File: src/rob_pkg.sv
`default_nettype none

package rob_pkg;

  // machine width and buffer sizing
  localparam int num_super = 2;
  localparam int num_rob = 16;
  localparam int rob_idx_w = 4;

  // register space
  localparam int num_arch = 16;
  localparam int num_phys = 32;
  localparam int tag_w = 5;
  localparam int arch_w = 4;

  // opcodes, anything else decodes as illegal
  localparam logic [3:0] op_add = 4'h1;
  localparam logic [3:0] op_addi = 4'h2;
  localparam logic [3:0] op_mul = 4'h3;
  localparam logic [3:0] op_br = 4'h4;
  localparam logic [3:0] op_halt = 4'h5;

  // mul is the slowest op
  localparam int max_lat = 3;

  // one 16-bit instruction word, two field layouts
  typedef union packed {
    // alu and mul format
    struct packed {
      logic [3:0] opcode;
      logic [arch_w-1:0] dest;
      logic [arch_w-1:0] src_a;
      logic [arch_w-1:0] src_b;
    } reg_view;
    // branch format, mispredict outcome carried in the word
    struct packed {
      logic [3:0] opcode;
      logic mispredict;
      logic [10:0] offset;
    } br_view;
  } inst_word_u;

endpackage

`default_nettype wire

File: src/inst_decode.sv
`timescale 1ns/10ps
`default_nettype none

module inst_decode (
  input wire rob_pkg::inst_word_u [rob_pkg::num_super-1:0] inst_word,
  output logic [rob_pkg::num_super-1:0] dec_has_dest,
  output logic [rob_pkg::num_super-1:0][rob_pkg::arch_w-1:0] dec_dest,
  output logic [rob_pkg::num_super-1:0][$clog2(rob_pkg::max_lat+1)-1:0] dec_lat,
  output logic [rob_pkg::num_super-1:0] dec_branch,
  output logic [rob_pkg::num_super-1:0] dec_mispredict,
  output logic [rob_pkg::num_super-1:0] dec_halt,
  output logic [rob_pkg::num_super-1:0] dec_illegal
);

  always_comb begin
    for (int i = 0; i < rob_pkg::num_super; i++) begin
      // defaults describe a single-cycle op with no side effects
      dec_has_dest[i] = 1'b0;
      dec_dest[i] = inst_word[i].reg_view.dest;
      dec_lat[i] = 2'd1;
      dec_branch[i] = 1'b0;
      dec_mispredict[i] = 1'b0;
      dec_halt[i] = 1'b0;
      dec_illegal[i] = 1'b0;

      case (inst_word[i].reg_view.opcode)
        rob_pkg::op_add, rob_pkg::op_addi: begin
          dec_has_dest[i] = 1'b1;
        end
        rob_pkg::op_mul: begin
          dec_has_dest[i] = 1'b1;
          dec_lat[i] = 2'd3;
        end
        rob_pkg::op_br: begin
          // outcome bit only exists in the branch layout
          dec_branch[i] = 1'b1;
          dec_mispredict[i] = inst_word[i].br_view.mispredict;
        end
        rob_pkg::op_halt: begin
          dec_halt[i] = 1'b1;
        end
        default: begin
          dec_illegal[i] = 1'b1;
        end
      endcase
    end
  end

endmodule

`default_nettype wire

File: src/reg_rename.sv
`timescale 1ns/10ps
`default_nettype none

module reg_rename (
  input wire clock,
  input wire reset,
  input wire dispatch,
  input wire [rob_pkg::num_super-1:0] dec_has_dest,
  input wire [rob_pkg::num_super-1:0][rob_pkg::arch_w-1:0] dec_dest,
  output logic [rob_pkg::num_super-1:0][rob_pkg::tag_w-1:0] new_tag,
  output logic [rob_pkg::num_super-1:0][rob_pkg::tag_w-1:0] old_tag,
  input wire [rob_pkg::num_super-1:0] retire_en,
  input wire [rob_pkg::num_super-1:0] retire_has_dest,
  input wire [rob_pkg::num_super-1:0][rob_pkg::arch_w-1:0] retire_dest,
  input wire [rob_pkg::num_super-1:0][rob_pkg::tag_w-1:0] retire_tag,
  input wire [rob_pkg::num_super-1:0][rob_pkg::tag_w-1:0] retire_old_tag,
  input wire recover_done
);

  // speculative and committed maps
  logic [rob_pkg::tag_w-1:0] map_table [rob_pkg::num_arch];
  logic [rob_pkg::tag_w-1:0] arch_map [rob_pkg::num_arch];

  // circular free list, one slot per physical tag
  logic [rob_pkg::tag_w-1:0] free_list [rob_pkg::num_phys];
  logic [rob_pkg::tag_w-1:0] fl_head;
  logic [rob_pkg::tag_w-1:0] fl_tail;
  // where head would sit if every retired op were the last dispatched
  logic [rob_pkg::tag_w-1:0] fl_ret;

  logic [rob_pkg::num_super-1:0] ret_free;

  always_comb begin
    // slot 1 only skips a list entry when slot 0 consumed one
    new_tag[0] = free_list[fl_head];
    new_tag[1] = free_list[fl_head + dec_has_dest[0]];

    // same-pair dependency on slot 0's destination
    old_tag[0] = map_table[dec_dest[0]];
    if (dec_has_dest[0] && dec_dest[0] == dec_dest[1]) begin
      old_tag[1] = new_tag[0];
    end else begin
      old_tag[1] = map_table[dec_dest[1]];
    end

    ret_free = retire_en & retire_has_dest;
  end

  always_ff @(posedge clock) begin
    if (reset) begin
      for (int r = 0; r < rob_pkg::num_arch; r++) begin
        map_table[r] <= rob_pkg::tag_w'(r);
        arch_map[r] <= rob_pkg::tag_w'(r);
      end
      // tags above the architectural range start out free
      for (int s = 0; s < rob_pkg::num_phys; s++) begin
        free_list[s] <= rob_pkg::tag_w'(s + rob_pkg::num_arch);
      end
      fl_head <= '0;
      fl_ret <= '0;
      fl_tail <= rob_pkg::tag_w'(rob_pkg::num_arch);
    end else begin
      if (dispatch) begin
        for (int s = 0; s < rob_pkg::num_super; s++) begin
          if (dec_has_dest[s]) begin
            map_table[dec_dest[s]] <= new_tag[s];
          end
        end
        fl_head <= fl_head + dec_has_dest[0] + dec_has_dest[1];
      end

      // commit new mappings, recycle the displaced tags
      for (int s = 0; s < rob_pkg::num_super; s++) begin
        if (ret_free[s]) begin
          arch_map[retire_dest[s]] <= retire_tag[s];
        end
      end
      if (ret_free[0]) begin
        free_list[fl_tail] <= retire_old_tag[0];
      end
      if (ret_free[1]) begin
        free_list[fl_tail + ret_free[0]] <= retire_old_tag[1];
      end
      fl_tail <= fl_tail + ret_free[0] + ret_free[1];
      fl_ret <= fl_ret + ret_free[0] + ret_free[1];

      // squashed allocations return by rewinding head
      if (recover_done) begin
        for (int r = 0; r < rob_pkg::num_arch; r++) begin
          map_table[r] <= arch_map[r];
        end
        fl_head <= fl_ret;
      end
    end
  end

endmodule

`default_nettype wire

File: src/exec_pipe.sv
`timescale 1ns/10ps
`default_nettype none

module exec_pipe (
  input wire clock,
  input wire reset,
  input wire issue,
  input wire [rob_pkg::num_super-1:0][rob_pkg::rob_idx_w-1:0] disp_idx,
  input wire [rob_pkg::num_super-1:0][$clog2(rob_pkg::max_lat+1)-1:0] dec_lat,
  input wire [rob_pkg::num_super-1:0] dec_branch,
  input wire [rob_pkg::num_super-1:0] dec_mispredict,
  input wire [rob_pkg::num_super-1:0] dec_halt,
  input wire [rob_pkg::num_super-1:0] dec_illegal,
  output logic [rob_pkg::num_super-1:0] complete_en,
  output logic [rob_pkg::num_super-1:0][rob_pkg::rob_idx_w-1:0] complete_idx,
  output logic rollback_en,
  output logic [rob_pkg::rob_idx_w-1:0] rollback_idx,
  output logic exec_busy
);

  // stage 0 completes, stage k has k cycles left
  logic [rob_pkg::num_super-1:0][rob_pkg::max_lat-1:0] stage_valid;
  logic [rob_pkg::num_super-1:0][rob_pkg::max_lat-1:0][rob_pkg::rob_idx_w-1:0] stage_idx;
  logic [rob_pkg::num_super-1:0][rob_pkg::max_lat-1:0] stage_mis;

  logic [rob_pkg::num_super-1:0][rob_pkg::max_lat-1:0] shifted_valid;
  logic [rob_pkg::num_super-1:0][rob_pkg::max_lat-1:0] entry_sel;
  logic [rob_pkg::num_super-1:0] lane_issue;
  logic [rob_pkg::num_super-1:0] lane_mis;
  logic [rob_pkg::num_super-1:0] placed;

  always_comb begin
    for (int i = 0; i < rob_pkg::num_super; i++) begin
      // halt and illegal were written complete, nothing to run
      lane_issue[i] = issue & ~dec_halt[i] & ~dec_illegal[i];
      lane_mis[i] = dec_branch[i] & dec_mispredict[i];
      shifted_valid[i] = stage_valid[i] >> 1;
      entry_sel[i] = '0;
      placed[i] = 1'b0;
      // an older slow op may already own the target stage, then the
      // new op takes the next free one and finishes a cycle later
      for (int s = 0; s < rob_pkg::max_lat; s++) begin
        if (lane_issue[i] && !placed[i] && s + 1 >= dec_lat[i] && !shifted_valid[i][s]) begin
          entry_sel[i][s] = 1'b1;
          placed[i] = 1'b1;
        end
      end
    end
  end

  always_ff @(posedge clock) begin
    if (reset) begin
      stage_valid <= '0;
    end else begin
      stage_valid <= shifted_valid | entry_sel;
    end
  end

  always_ff @(posedge clock) begin
    for (int i = 0; i < rob_pkg::num_super; i++) begin
      for (int s = 0; s < rob_pkg::max_lat; s++) begin
        if (entry_sel[i][s]) begin
          stage_idx[i][s] <= disp_idx[i];
          stage_mis[i][s] <= lane_mis[i];
        end else if (s < rob_pkg::max_lat - 1) begin
          stage_idx[i][s] <= stage_idx[i][s+1];
          stage_mis[i][s] <= stage_mis[i][s+1];
        end
      end
    end
  end

  always_comb begin
    rollback_en = 1'b0;
    rollback_idx = stage_idx[0][0];
    // walk down so lane 0 has the last word
    for (int i = rob_pkg::num_super - 1; i >= 0; i--) begin
      complete_en[i] = stage_valid[i][0];
      complete_idx[i] = stage_idx[i][0];
      if (stage_valid[i][0] && stage_mis[i][0]) begin
        rollback_en = 1'b1;
        rollback_idx = stage_idx[i][0];
      end
    end
    exec_busy = |stage_valid;
  end

endmodule

`default_nettype wire

File: src/rob_core.sv
`timescale 1ns/10ps
`default_nettype none

module rob_core (
  input wire clock,
  input wire reset,
  input wire inst_valid,
  input wire [rob_pkg::num_super-1:0] dec_has_dest,
  input wire [rob_pkg::num_super-1:0][rob_pkg::arch_w-1:0] dec_dest,
  input wire [rob_pkg::num_super-1:0] dec_halt,
  input wire [rob_pkg::num_super-1:0] dec_illegal,
  input wire [rob_pkg::num_super-1:0][rob_pkg::tag_w-1:0] new_tag,
  input wire [rob_pkg::num_super-1:0][rob_pkg::tag_w-1:0] old_tag,
  input wire [rob_pkg::num_super-1:0] complete_en,
  input wire [rob_pkg::num_super-1:0][rob_pkg::rob_idx_w-1:0] complete_idx,
  input wire rollback_en,
  input wire [rob_pkg::rob_idx_w-1:0] rollback_idx,
  input wire exec_busy,
  output logic dispatch_ready,
  output logic dispatch,
  output logic [rob_pkg::num_super-1:0][rob_pkg::rob_idx_w-1:0] disp_idx,
  output logic [rob_pkg::num_super-1:0] retire_en,
  output logic [rob_pkg::num_super-1:0] retire_has_dest,
  output logic [rob_pkg::num_super-1:0][rob_pkg::arch_w-1:0] retire_dest,
  output logic [rob_pkg::num_super-1:0][rob_pkg::tag_w-1:0] retire_tag,
  output logic [rob_pkg::num_super-1:0][rob_pkg::tag_w-1:0] retire_old_tag,
  output logic halt,
  output logic illegal,
  output logic recovering,
  output logic recover_done
);

  // entry state
  logic [rob_pkg::num_rob-1:0] entry_valid;
  logic [rob_pkg::num_rob-1:0] entry_complete;
  logic [rob_pkg::num_rob-1:0] entry_has_dest;
  logic [rob_pkg::num_rob-1:0] entry_halt;
  logic [rob_pkg::num_rob-1:0] entry_illegal;
  logic [rob_pkg::arch_w-1:0] entry_dest [rob_pkg::num_rob];
  logic [rob_pkg::tag_w-1:0] entry_tag [rob_pkg::num_rob];
  logic [rob_pkg::tag_w-1:0] entry_old_tag [rob_pkg::num_rob];

  logic [rob_pkg::rob_idx_w-1:0] head;
  logic [rob_pkg::rob_idx_w-1:0] tail;
  logic [rob_pkg::rob_idx_w-1:0] head_plus_one;
  logic [rob_pkg::num_super-1:0][rob_pkg::rob_idx_w-1:0] retire_idx;
  logic [rob_pkg::num_super-1:0] slot_free;

  // rollback squash
  logic rollback_ok;
  logic [rob_pkg::rob_idx_w-1:0] rb_age;
  logic [rob_pkg::rob_idx_w-1:0] entry_age;
  logic [rob_pkg::num_rob-1:0] squash;

  assign head_plus_one = head + 1'b1;
  assign rollback_ok = rollback_en & entry_valid[rollback_idx];
  assign recover_done = recovering & ~|entry_valid & ~exec_busy;

  always_comb begin
    retire_idx[0] = head;
    retire_idx[1] = head_plus_one;
    retire_en[0] = entry_valid[head] & entry_complete[head];
    retire_en[1] = entry_valid[head_plus_one] & entry_complete[head_plus_one] & retire_en[0];
    halt = 1'b0;
    illegal = 1'b0;
    for (int s = 0; s < rob_pkg::num_super; s++) begin
      retire_has_dest[s] = entry_has_dest[retire_idx[s]];
      retire_dest[s] = entry_dest[retire_idx[s]];
      retire_tag[s] = entry_tag[retire_idx[s]];
      retire_old_tag[s] = entry_old_tag[retire_idx[s]];
      halt = halt | (retire_en[s] & entry_halt[retire_idx[s]]);
      illegal = illegal | (retire_en[s] & entry_illegal[retire_idx[s]]);
    end
  end

  always_comb begin
    // a slot is usable if empty or leaving at this edge
    for (int s = 0; s < rob_pkg::num_super; s++) begin
      disp_idx[s] = tail + s[rob_pkg::rob_idx_w-1:0];
      slot_free[s] = ~entry_valid[disp_idx[s]]
                   | (disp_idx[s] == head & retire_en[0])
                   | (disp_idx[s] == head_plus_one & retire_en[1]);
    end
    dispatch_ready = ~recovering & ~rollback_en & (&slot_free);
    dispatch = inst_valid & dispatch_ready;
  end

  // age relative to head decides who is younger than the branch
  always_comb begin
    rb_age = rollback_idx - head;
    for (int i = 0; i < rob_pkg::num_rob; i++) begin
      entry_age = i[rob_pkg::rob_idx_w-1:0] - head;
      squash[i] = rollback_ok & (entry_age > rb_age);
    end
  end

  always_ff @(posedge clock) begin
    if (reset) begin
      entry_valid <= '0;
      entry_complete <= '0;
      head <= '0;
      tail <= '0;
      recovering <= 1'b0;
    end else begin
      // late results for squashed entries fall through here
      for (int s = 0; s < rob_pkg::num_super; s++) begin
        if (complete_en[s] && entry_valid[complete_idx[s]]) begin
          entry_complete[complete_idx[s]] <= 1'b1;
        end
        if (retire_en[s]) begin
          entry_valid[retire_idx[s]] <= 1'b0;
        end
      end
      if (dispatch) begin
        for (int s = 0; s < rob_pkg::num_super; s++) begin
          entry_valid[disp_idx[s]] <= 1'b1;
          entry_complete[disp_idx[s]] <= dec_halt[s] | dec_illegal[s];
        end
      end
      for (int i = 0; i < rob_pkg::num_rob; i++) begin
        if (squash[i]) begin
          entry_valid[i] <= 1'b0;
        end
      end

      head <= head + retire_en[0] + retire_en[1];
      if (rollback_ok) begin
        tail <= rollback_idx + 1'b1;
      end else if (dispatch) begin
        tail <= disp_idx[1] + 1'b1;
      end

      // recovery holds off dispatch until the machine is empty
      if (recover_done) begin
        recovering <= 1'b0;
      end else if (rollback_ok) begin
        recovering <= 1'b1;
      end
    end
  end

  always_ff @(posedge clock) begin
    if (dispatch) begin
      for (int s = 0; s < rob_pkg::num_super; s++) begin
        entry_has_dest[disp_idx[s]] <= dec_has_dest[s];
        entry_dest[disp_idx[s]] <= dec_dest[s];
        entry_tag[disp_idx[s]] <= new_tag[s];
        entry_old_tag[disp_idx[s]] <= old_tag[s];
        entry_halt[disp_idx[s]] <= dec_halt[s];
        entry_illegal[disp_idx[s]] <= dec_illegal[s];
      end
    end
  end

endmodule

`default_nettype wire

File: src/ooo_top.sv
`timescale 1ns/10ps
`default_nettype none

module ooo_top (
  input wire clock,
  input wire reset,
  input wire inst_valid,
  input wire rob_pkg::inst_word_u [rob_pkg::num_super-1:0] inst_word,
  output logic dispatch_ready,
  output logic [rob_pkg::num_super-1:0] retire_en,
  output logic [rob_pkg::num_super-1:0][rob_pkg::arch_w-1:0] retire_dest,
  output logic [rob_pkg::num_super-1:0][rob_pkg::tag_w-1:0] retire_tag,
  output logic halt,
  output logic illegal,
  output logic recovering
);

  // decode results
  logic [rob_pkg::num_super-1:0] dec_has_dest;
  logic [rob_pkg::num_super-1:0][rob_pkg::arch_w-1:0] dec_dest;
  logic [rob_pkg::num_super-1:0][$clog2(rob_pkg::max_lat+1)-1:0] dec_lat;
  logic [rob_pkg::num_super-1:0] dec_branch;
  logic [rob_pkg::num_super-1:0] dec_mispredict;
  logic [rob_pkg::num_super-1:0] dec_halt;
  logic [rob_pkg::num_super-1:0] dec_illegal;

  // rename
  logic [rob_pkg::num_super-1:0][rob_pkg::tag_w-1:0] new_tag;
  logic [rob_pkg::num_super-1:0][rob_pkg::tag_w-1:0] old_tag;

  // execute and buffer handshake
  logic dispatch;
  logic [rob_pkg::num_super-1:0][rob_pkg::rob_idx_w-1:0] disp_idx;
  logic [rob_pkg::num_super-1:0] complete_en;
  logic [rob_pkg::num_super-1:0][rob_pkg::rob_idx_w-1:0] complete_idx;
  logic rollback_en;
  logic [rob_pkg::rob_idx_w-1:0] rollback_idx;
  logic exec_busy;

  // retirement back to rename
  logic [rob_pkg::num_super-1:0] retire_has_dest;
  logic [rob_pkg::num_super-1:0][rob_pkg::tag_w-1:0] retire_old_tag;
  logic recover_done;

  inst_decode u_decode (
    .inst_word(inst_word), .dec_has_dest(dec_has_dest), .dec_dest(dec_dest),
    .dec_lat(dec_lat), .dec_branch(dec_branch), .dec_mispredict(dec_mispredict),
    .dec_halt(dec_halt), .dec_illegal(dec_illegal)
  );

  reg_rename u_rename (
    .clock(clock), .reset(reset), .dispatch(dispatch),
    .dec_has_dest(dec_has_dest), .dec_dest(dec_dest),
    .new_tag(new_tag), .old_tag(old_tag),
    .retire_en(retire_en), .retire_has_dest(retire_has_dest), .retire_dest(retire_dest),
    .retire_tag(retire_tag), .retire_old_tag(retire_old_tag), .recover_done(recover_done)
  );

  exec_pipe u_exec (
    .clock(clock), .reset(reset), .issue(dispatch), .disp_idx(disp_idx),
    .dec_lat(dec_lat), .dec_branch(dec_branch), .dec_mispredict(dec_mispredict),
    .dec_halt(dec_halt), .dec_illegal(dec_illegal),
    .complete_en(complete_en), .complete_idx(complete_idx),
    .rollback_en(rollback_en), .rollback_idx(rollback_idx), .exec_busy(exec_busy)
  );

  rob_core u_rob (
    .clock(clock), .reset(reset), .inst_valid(inst_valid),
    .dec_has_dest(dec_has_dest), .dec_dest(dec_dest), .dec_halt(dec_halt),
    .dec_illegal(dec_illegal), .new_tag(new_tag), .old_tag(old_tag),
    .complete_en(complete_en), .complete_idx(complete_idx),
    .rollback_en(rollback_en), .rollback_idx(rollback_idx), .exec_busy(exec_busy),
    .dispatch_ready(dispatch_ready), .dispatch(dispatch), .disp_idx(disp_idx),
    .retire_en(retire_en), .retire_has_dest(retire_has_dest), .retire_dest(retire_dest),
    .retire_tag(retire_tag), .retire_old_tag(retire_old_tag),
    .halt(halt), .illegal(illegal), .recovering(recovering), .recover_done(recover_done)
  );

endmodule

`default_nettype wire

File: config.mk
export PLATFORM = sky130hd
export DESIGN_NAME = ooo_top
export DESIGN_NICKNAME = d
export VERILOG_FILES = /design/src/rob_pkg.sv /design/src/inst_decode.sv /design/src/reg_rename.sv /design/src/exec_pipe.sv /design/src/rob_core.sv /design/src/ooo_top.sv
export SDC_FILE = /design/constraint.sdc
export NUM_CORES = 2
export LEC_CHECK = 0
export BUFFER_PORTS_ARGS = -buffer_cell sky130_fd_sc_hd__buf_2
export CORE_ASPECT_RATIO = 1.25
export CORE_UTILIZATION = 38
export CTS_CLUSTER_DIAMETER = 30
export DETAILED_ROUTE_END_ITERATION = 7
export RECOVER_POWER = 25
export SLEW_MARGIN = 20
export SYNTH_ARGS = -nofsm -noshare
export SYNTH_HDL_FRONTEND = slang
export SYNTH_HIERARCHICAL = 1
export SYNTH_SLANG_ARGS = --single-unit
File: constraint.sdc
create_clock -name clock -period 6.4 [get_ports clock]
set_clock_uncertainty 0.1 [all_clocks]
set_input_delay 0 -clock clock [delete_from_list [all_inputs] [get_ports clock]]
set_output_delay 0 -clock clock [all_outputs]
set_load 0.02 [all_outputs]
==> results_dict.tcl <==
set metrics [dict create \
    synthFlopType "edfxtp_1" \
    grt_max_degree 114 \
    post-route-min-period_ns 5.860 \
    die-area_mm2 0.1158 \
    fin_setup_tns_ns 0 \
    max_stage_delay_ns 0.85 \
    ant_nets 0 \
    fin_cells 5111 \
    grt_pass1_wl_um 212700 \
    wl_per_cell_um 28.58 \
    hold_viol 0 \
    cp_slowest_cell "nor4_1" \
    cts_max_path_buffers 3 \
    finalWirelength_um 146100 \
    yosys_warnings 6 \
    rsz0062_at_grt "false" \
    dp_hpwl_um 97680 \
    violations "capacitance limit, slew limit" \
    tritoncts "built" \
    total_power_uw 16610 \
    max_cap_violations 8 \
    vias 32888 \
    ys_ff_latch 689 \
    post_cts_buffers 0 \
    hold_path_class "in2reg" \
    diodes 0 \
    synth_cells 3612 \
    crit_path_end_kind "flip-flop" \
    slew_violations 118 \
    worstSetupPathType "reg2reg" \
    syn_area_per_cell_um2 12.04 \
    cts_buffers 113 \
    async_flop_share_pct 0 \
    antenna_found_initial 3 \
    die_y_um 380.2 \
    cp_num_buf_inv 2 \
    critical_path.top_delay_family "simple AND/OR/NAND/NOR gates" \
    leakage_uw 0.01550 \
    dp_cells 4878 \
    area_growth_pct 13.02 \
    status "finished with violations" \
    path_cells "inv_1 -> ha_4 -> nand4bb_1 -> a41oi_1 -> a311oi_1 -> nor4_1 -> a41o_1 -> nand3_1 -> inv_2 -> nand4bb_1 -> or3_1 -> nor3_1 -> nor2_1 -> nand2_1" \
    start_util_pct 38.38 \
    die_x_um 304.5 \
    rows 138 \
    cts_root_buf "clkbuf_16" \
    slew_headroom_pct -43.25 \
    nets 3644 \
    place.gp.congestion 0.9232 \
    cts.sinks 689 \
    setup.worst_path.start_class "flip-flop" \
    critPathArrivalTime_ns 6.14 \
    htreeDepth 3 \
    peakVddDrop_uv 257.9 \
    fmax_mhz 170.7 \
    place_area_mm2 0.04496 \
    grt_overflow 0 \
    path_clk_slew_ns 0.06 \
    io_pins 59 \
    synth_area_mm2 0.04348 \
    drt_iter0_markers 3978 \
    path_max_fanout 29 \
    final_cell_area_mm2 0.04914 \
    cpMostUsedCell "nand4bb_1" \
    viasPerCell 6.435 \
    clk_latency_ns 0.71 \
    fin_util_pct 43.38 \
    worst_slew_pin_slew_ns 2.149 \
    drc_errors 0 \
    timing.final.crit_share_pct 91.56 \
    first_pass_iters 8 \
    ys_seq_area_share_pct 45.58 \
    grt_pass1_vias 31629 \
    synth_cell_types 87 \
    io_buffers 42 \
    placeableCoreArea_mm2 0.1133 \
    drive_above_1_share_pct 27.16 \
    cp.required_ns 6.68 \
    synth-edff-count 602 \
    p_per_area_mw_per_mm2 338.0 \
    setup_viol 0 \
    track_usage_pct 24.71 \
]
[repair_timing]
| item | in CTS | in global routing |
|---|---|---|
| hold buffers | 18 | 0 |
| gates resized for setup | 0 | 0 |
| hold endpoints to repair | 90 | 0 |
[where the power goes]
part	switching, uW	internal [uW]	total (uW)
sequential	223	5270	5500
clock	2480	4100	6580
combinational	3060	1480	4540
[synth_stat cells, drive strengths merged, types with 19 or more instances]
library cell  number  share of area, %
nor4              30              0.47
mux4             330                17
mux2             261               6.8
nor2b             29              0.42
xnor2             36              0.74
buf              130               1.7
a21oi            207               2.4
a221oi            53               1.1
a31oi             39              0.56
nand2            247               2.1
dfxtp             87               4.0
o211ai            24              0.44
nand3            125               1.5
o22ai             48              0.69
nor2             267               2.4
nand4             37              0.53
edfxtp           602                42
and2              34              0.49
inv               85              0.73
ha                64               1.8
and3              21              0.30
a22o              54               1.1
o31ai             26              0.45
o21ai            163               1.9
nor3              75              0.89
nor3b             19              0.34
or3               37              0.53
mux2i             44               1.0
clkbuf           231               2.0
[path summary, 6_finish.rpt]
| check | start | endpoint | slack (ns) | depth (start not counted) |
|---|---|---|---|---|
| worst max-delay path | u_rob/head[0] | u_rename/map_table[0][0] | 0.54 | 14 |
| worst max register to register | u_rob/head[0] | u_rename/map_table[0][0] | 0.54 | 14 |
| worst min register to register | u_exec/stage_mis[4] | u_exec/stage_mis[3] | 0.35 | 1 |
| worst min-delay path | inst_word[27] | u_rob/entry_dest[8][3] | 0.07 | 3 |
[layout by cell type, fill, tap and decap left out, drive strengths merged, types with 39 or more instances in the layout]
| master | synthesis | layout |
|---|---|---|
| buf | 130 | 129 |
| a221oi | 53 | 53 |
| o22ai | 48 | 48 |
| ha | 64 | 64 |
| clkbuf | 231 | 151 |
| nand2 | 247 | 247 |
| a31oi | 39 | 39 |
| a21oi | 207 | 207 |
| mux2 | 261 | 261 |
| nand3 | 125 | 125 |
| nor3 | 75 | 75 |
| inv | 85 | 129 |
| edfxtp | 602 | 602 |
| o21ai | 163 | 163 |
| mux4 | 330 | 330 |
| nor2 | 267 | 267 |
| a22o | 54 | 54 |
| mux2i | 44 | 44 |
| dfxtp | 87 | 87 |
[worst register-to-register path: stages (launching register included)]
cell and delay (ns):
dfxtp_4 0.35, inv_1 0.40, ha_4 0.41, nand4bb_1 0.26, a41oi_1 0.27, a311oi_1 0.10, nor4_1 0.85, a41o_1 0.29
nand3_1 0.13, inv_2 0.40, nand4bb_1 0.41, or3_1 0.57, nor3_1 0.63, nor2_1 0.11, nand2_1 0.26
[cell families after synthesis]
kind of cell | share of synthesized area [%]
AOI/OAI and AO/OA | 10.53
xor gates and xnor gates | 1.085
adders and majority gates | 2.026
buffers and inverters | 4.475
DFF | 45.58
muxes | 24.87
other | 0.008625
and+or+nand+nor | 11.43
[through the flow]
| stage | worst slack, ns | hold WS [ns] |
|---|---|---|
| finish | 0.5404 | 0.06955 |
| global route | 0.3849 | 0.06116 |
| CTS | 0.9344 | 0.02449 |
| detailed placement | 0.9310 | 0.3418 |
| global placement | 0.9927 | 0.3383 |
| floorplan | 1.031 | -0.03093 |
[cell type report]
type	instances	area [um^2]
Tap cell	1470	1839
Clock inverter	91	1104
Multi-Input combinational cell	2474	21820
Inverter	89	334.1
Timing Repair Buffer	174	1172
Sequential cell	689	19830
Fill cell	10343	64130
Clock buffer	124	3037
[routing by layer]
layer / vias to the layer above / global-route usage (%) / wire, um
met3: 446 / 3.693 / 12130
met5: - / 0 / 11
met2: 1949 / 41.19 / 70460
met4: 2 / 13.70 / 8553
met1: 16448 / 30.73 / 54940
li1: 14043 / - / -
[sequential cells by signal (all words and copies together), names as in the netlist, 64 cells and up, named ones only]
register and count:
u_rob/entry_dest 64, u_rob/entry_old_tag 80, u_rob/entry_tag 80, u_rename/free_list 160, u_rename/arch_map 80, u_rename/map_table 80
No activity file was read; power rests on OpenSTA's default activity.
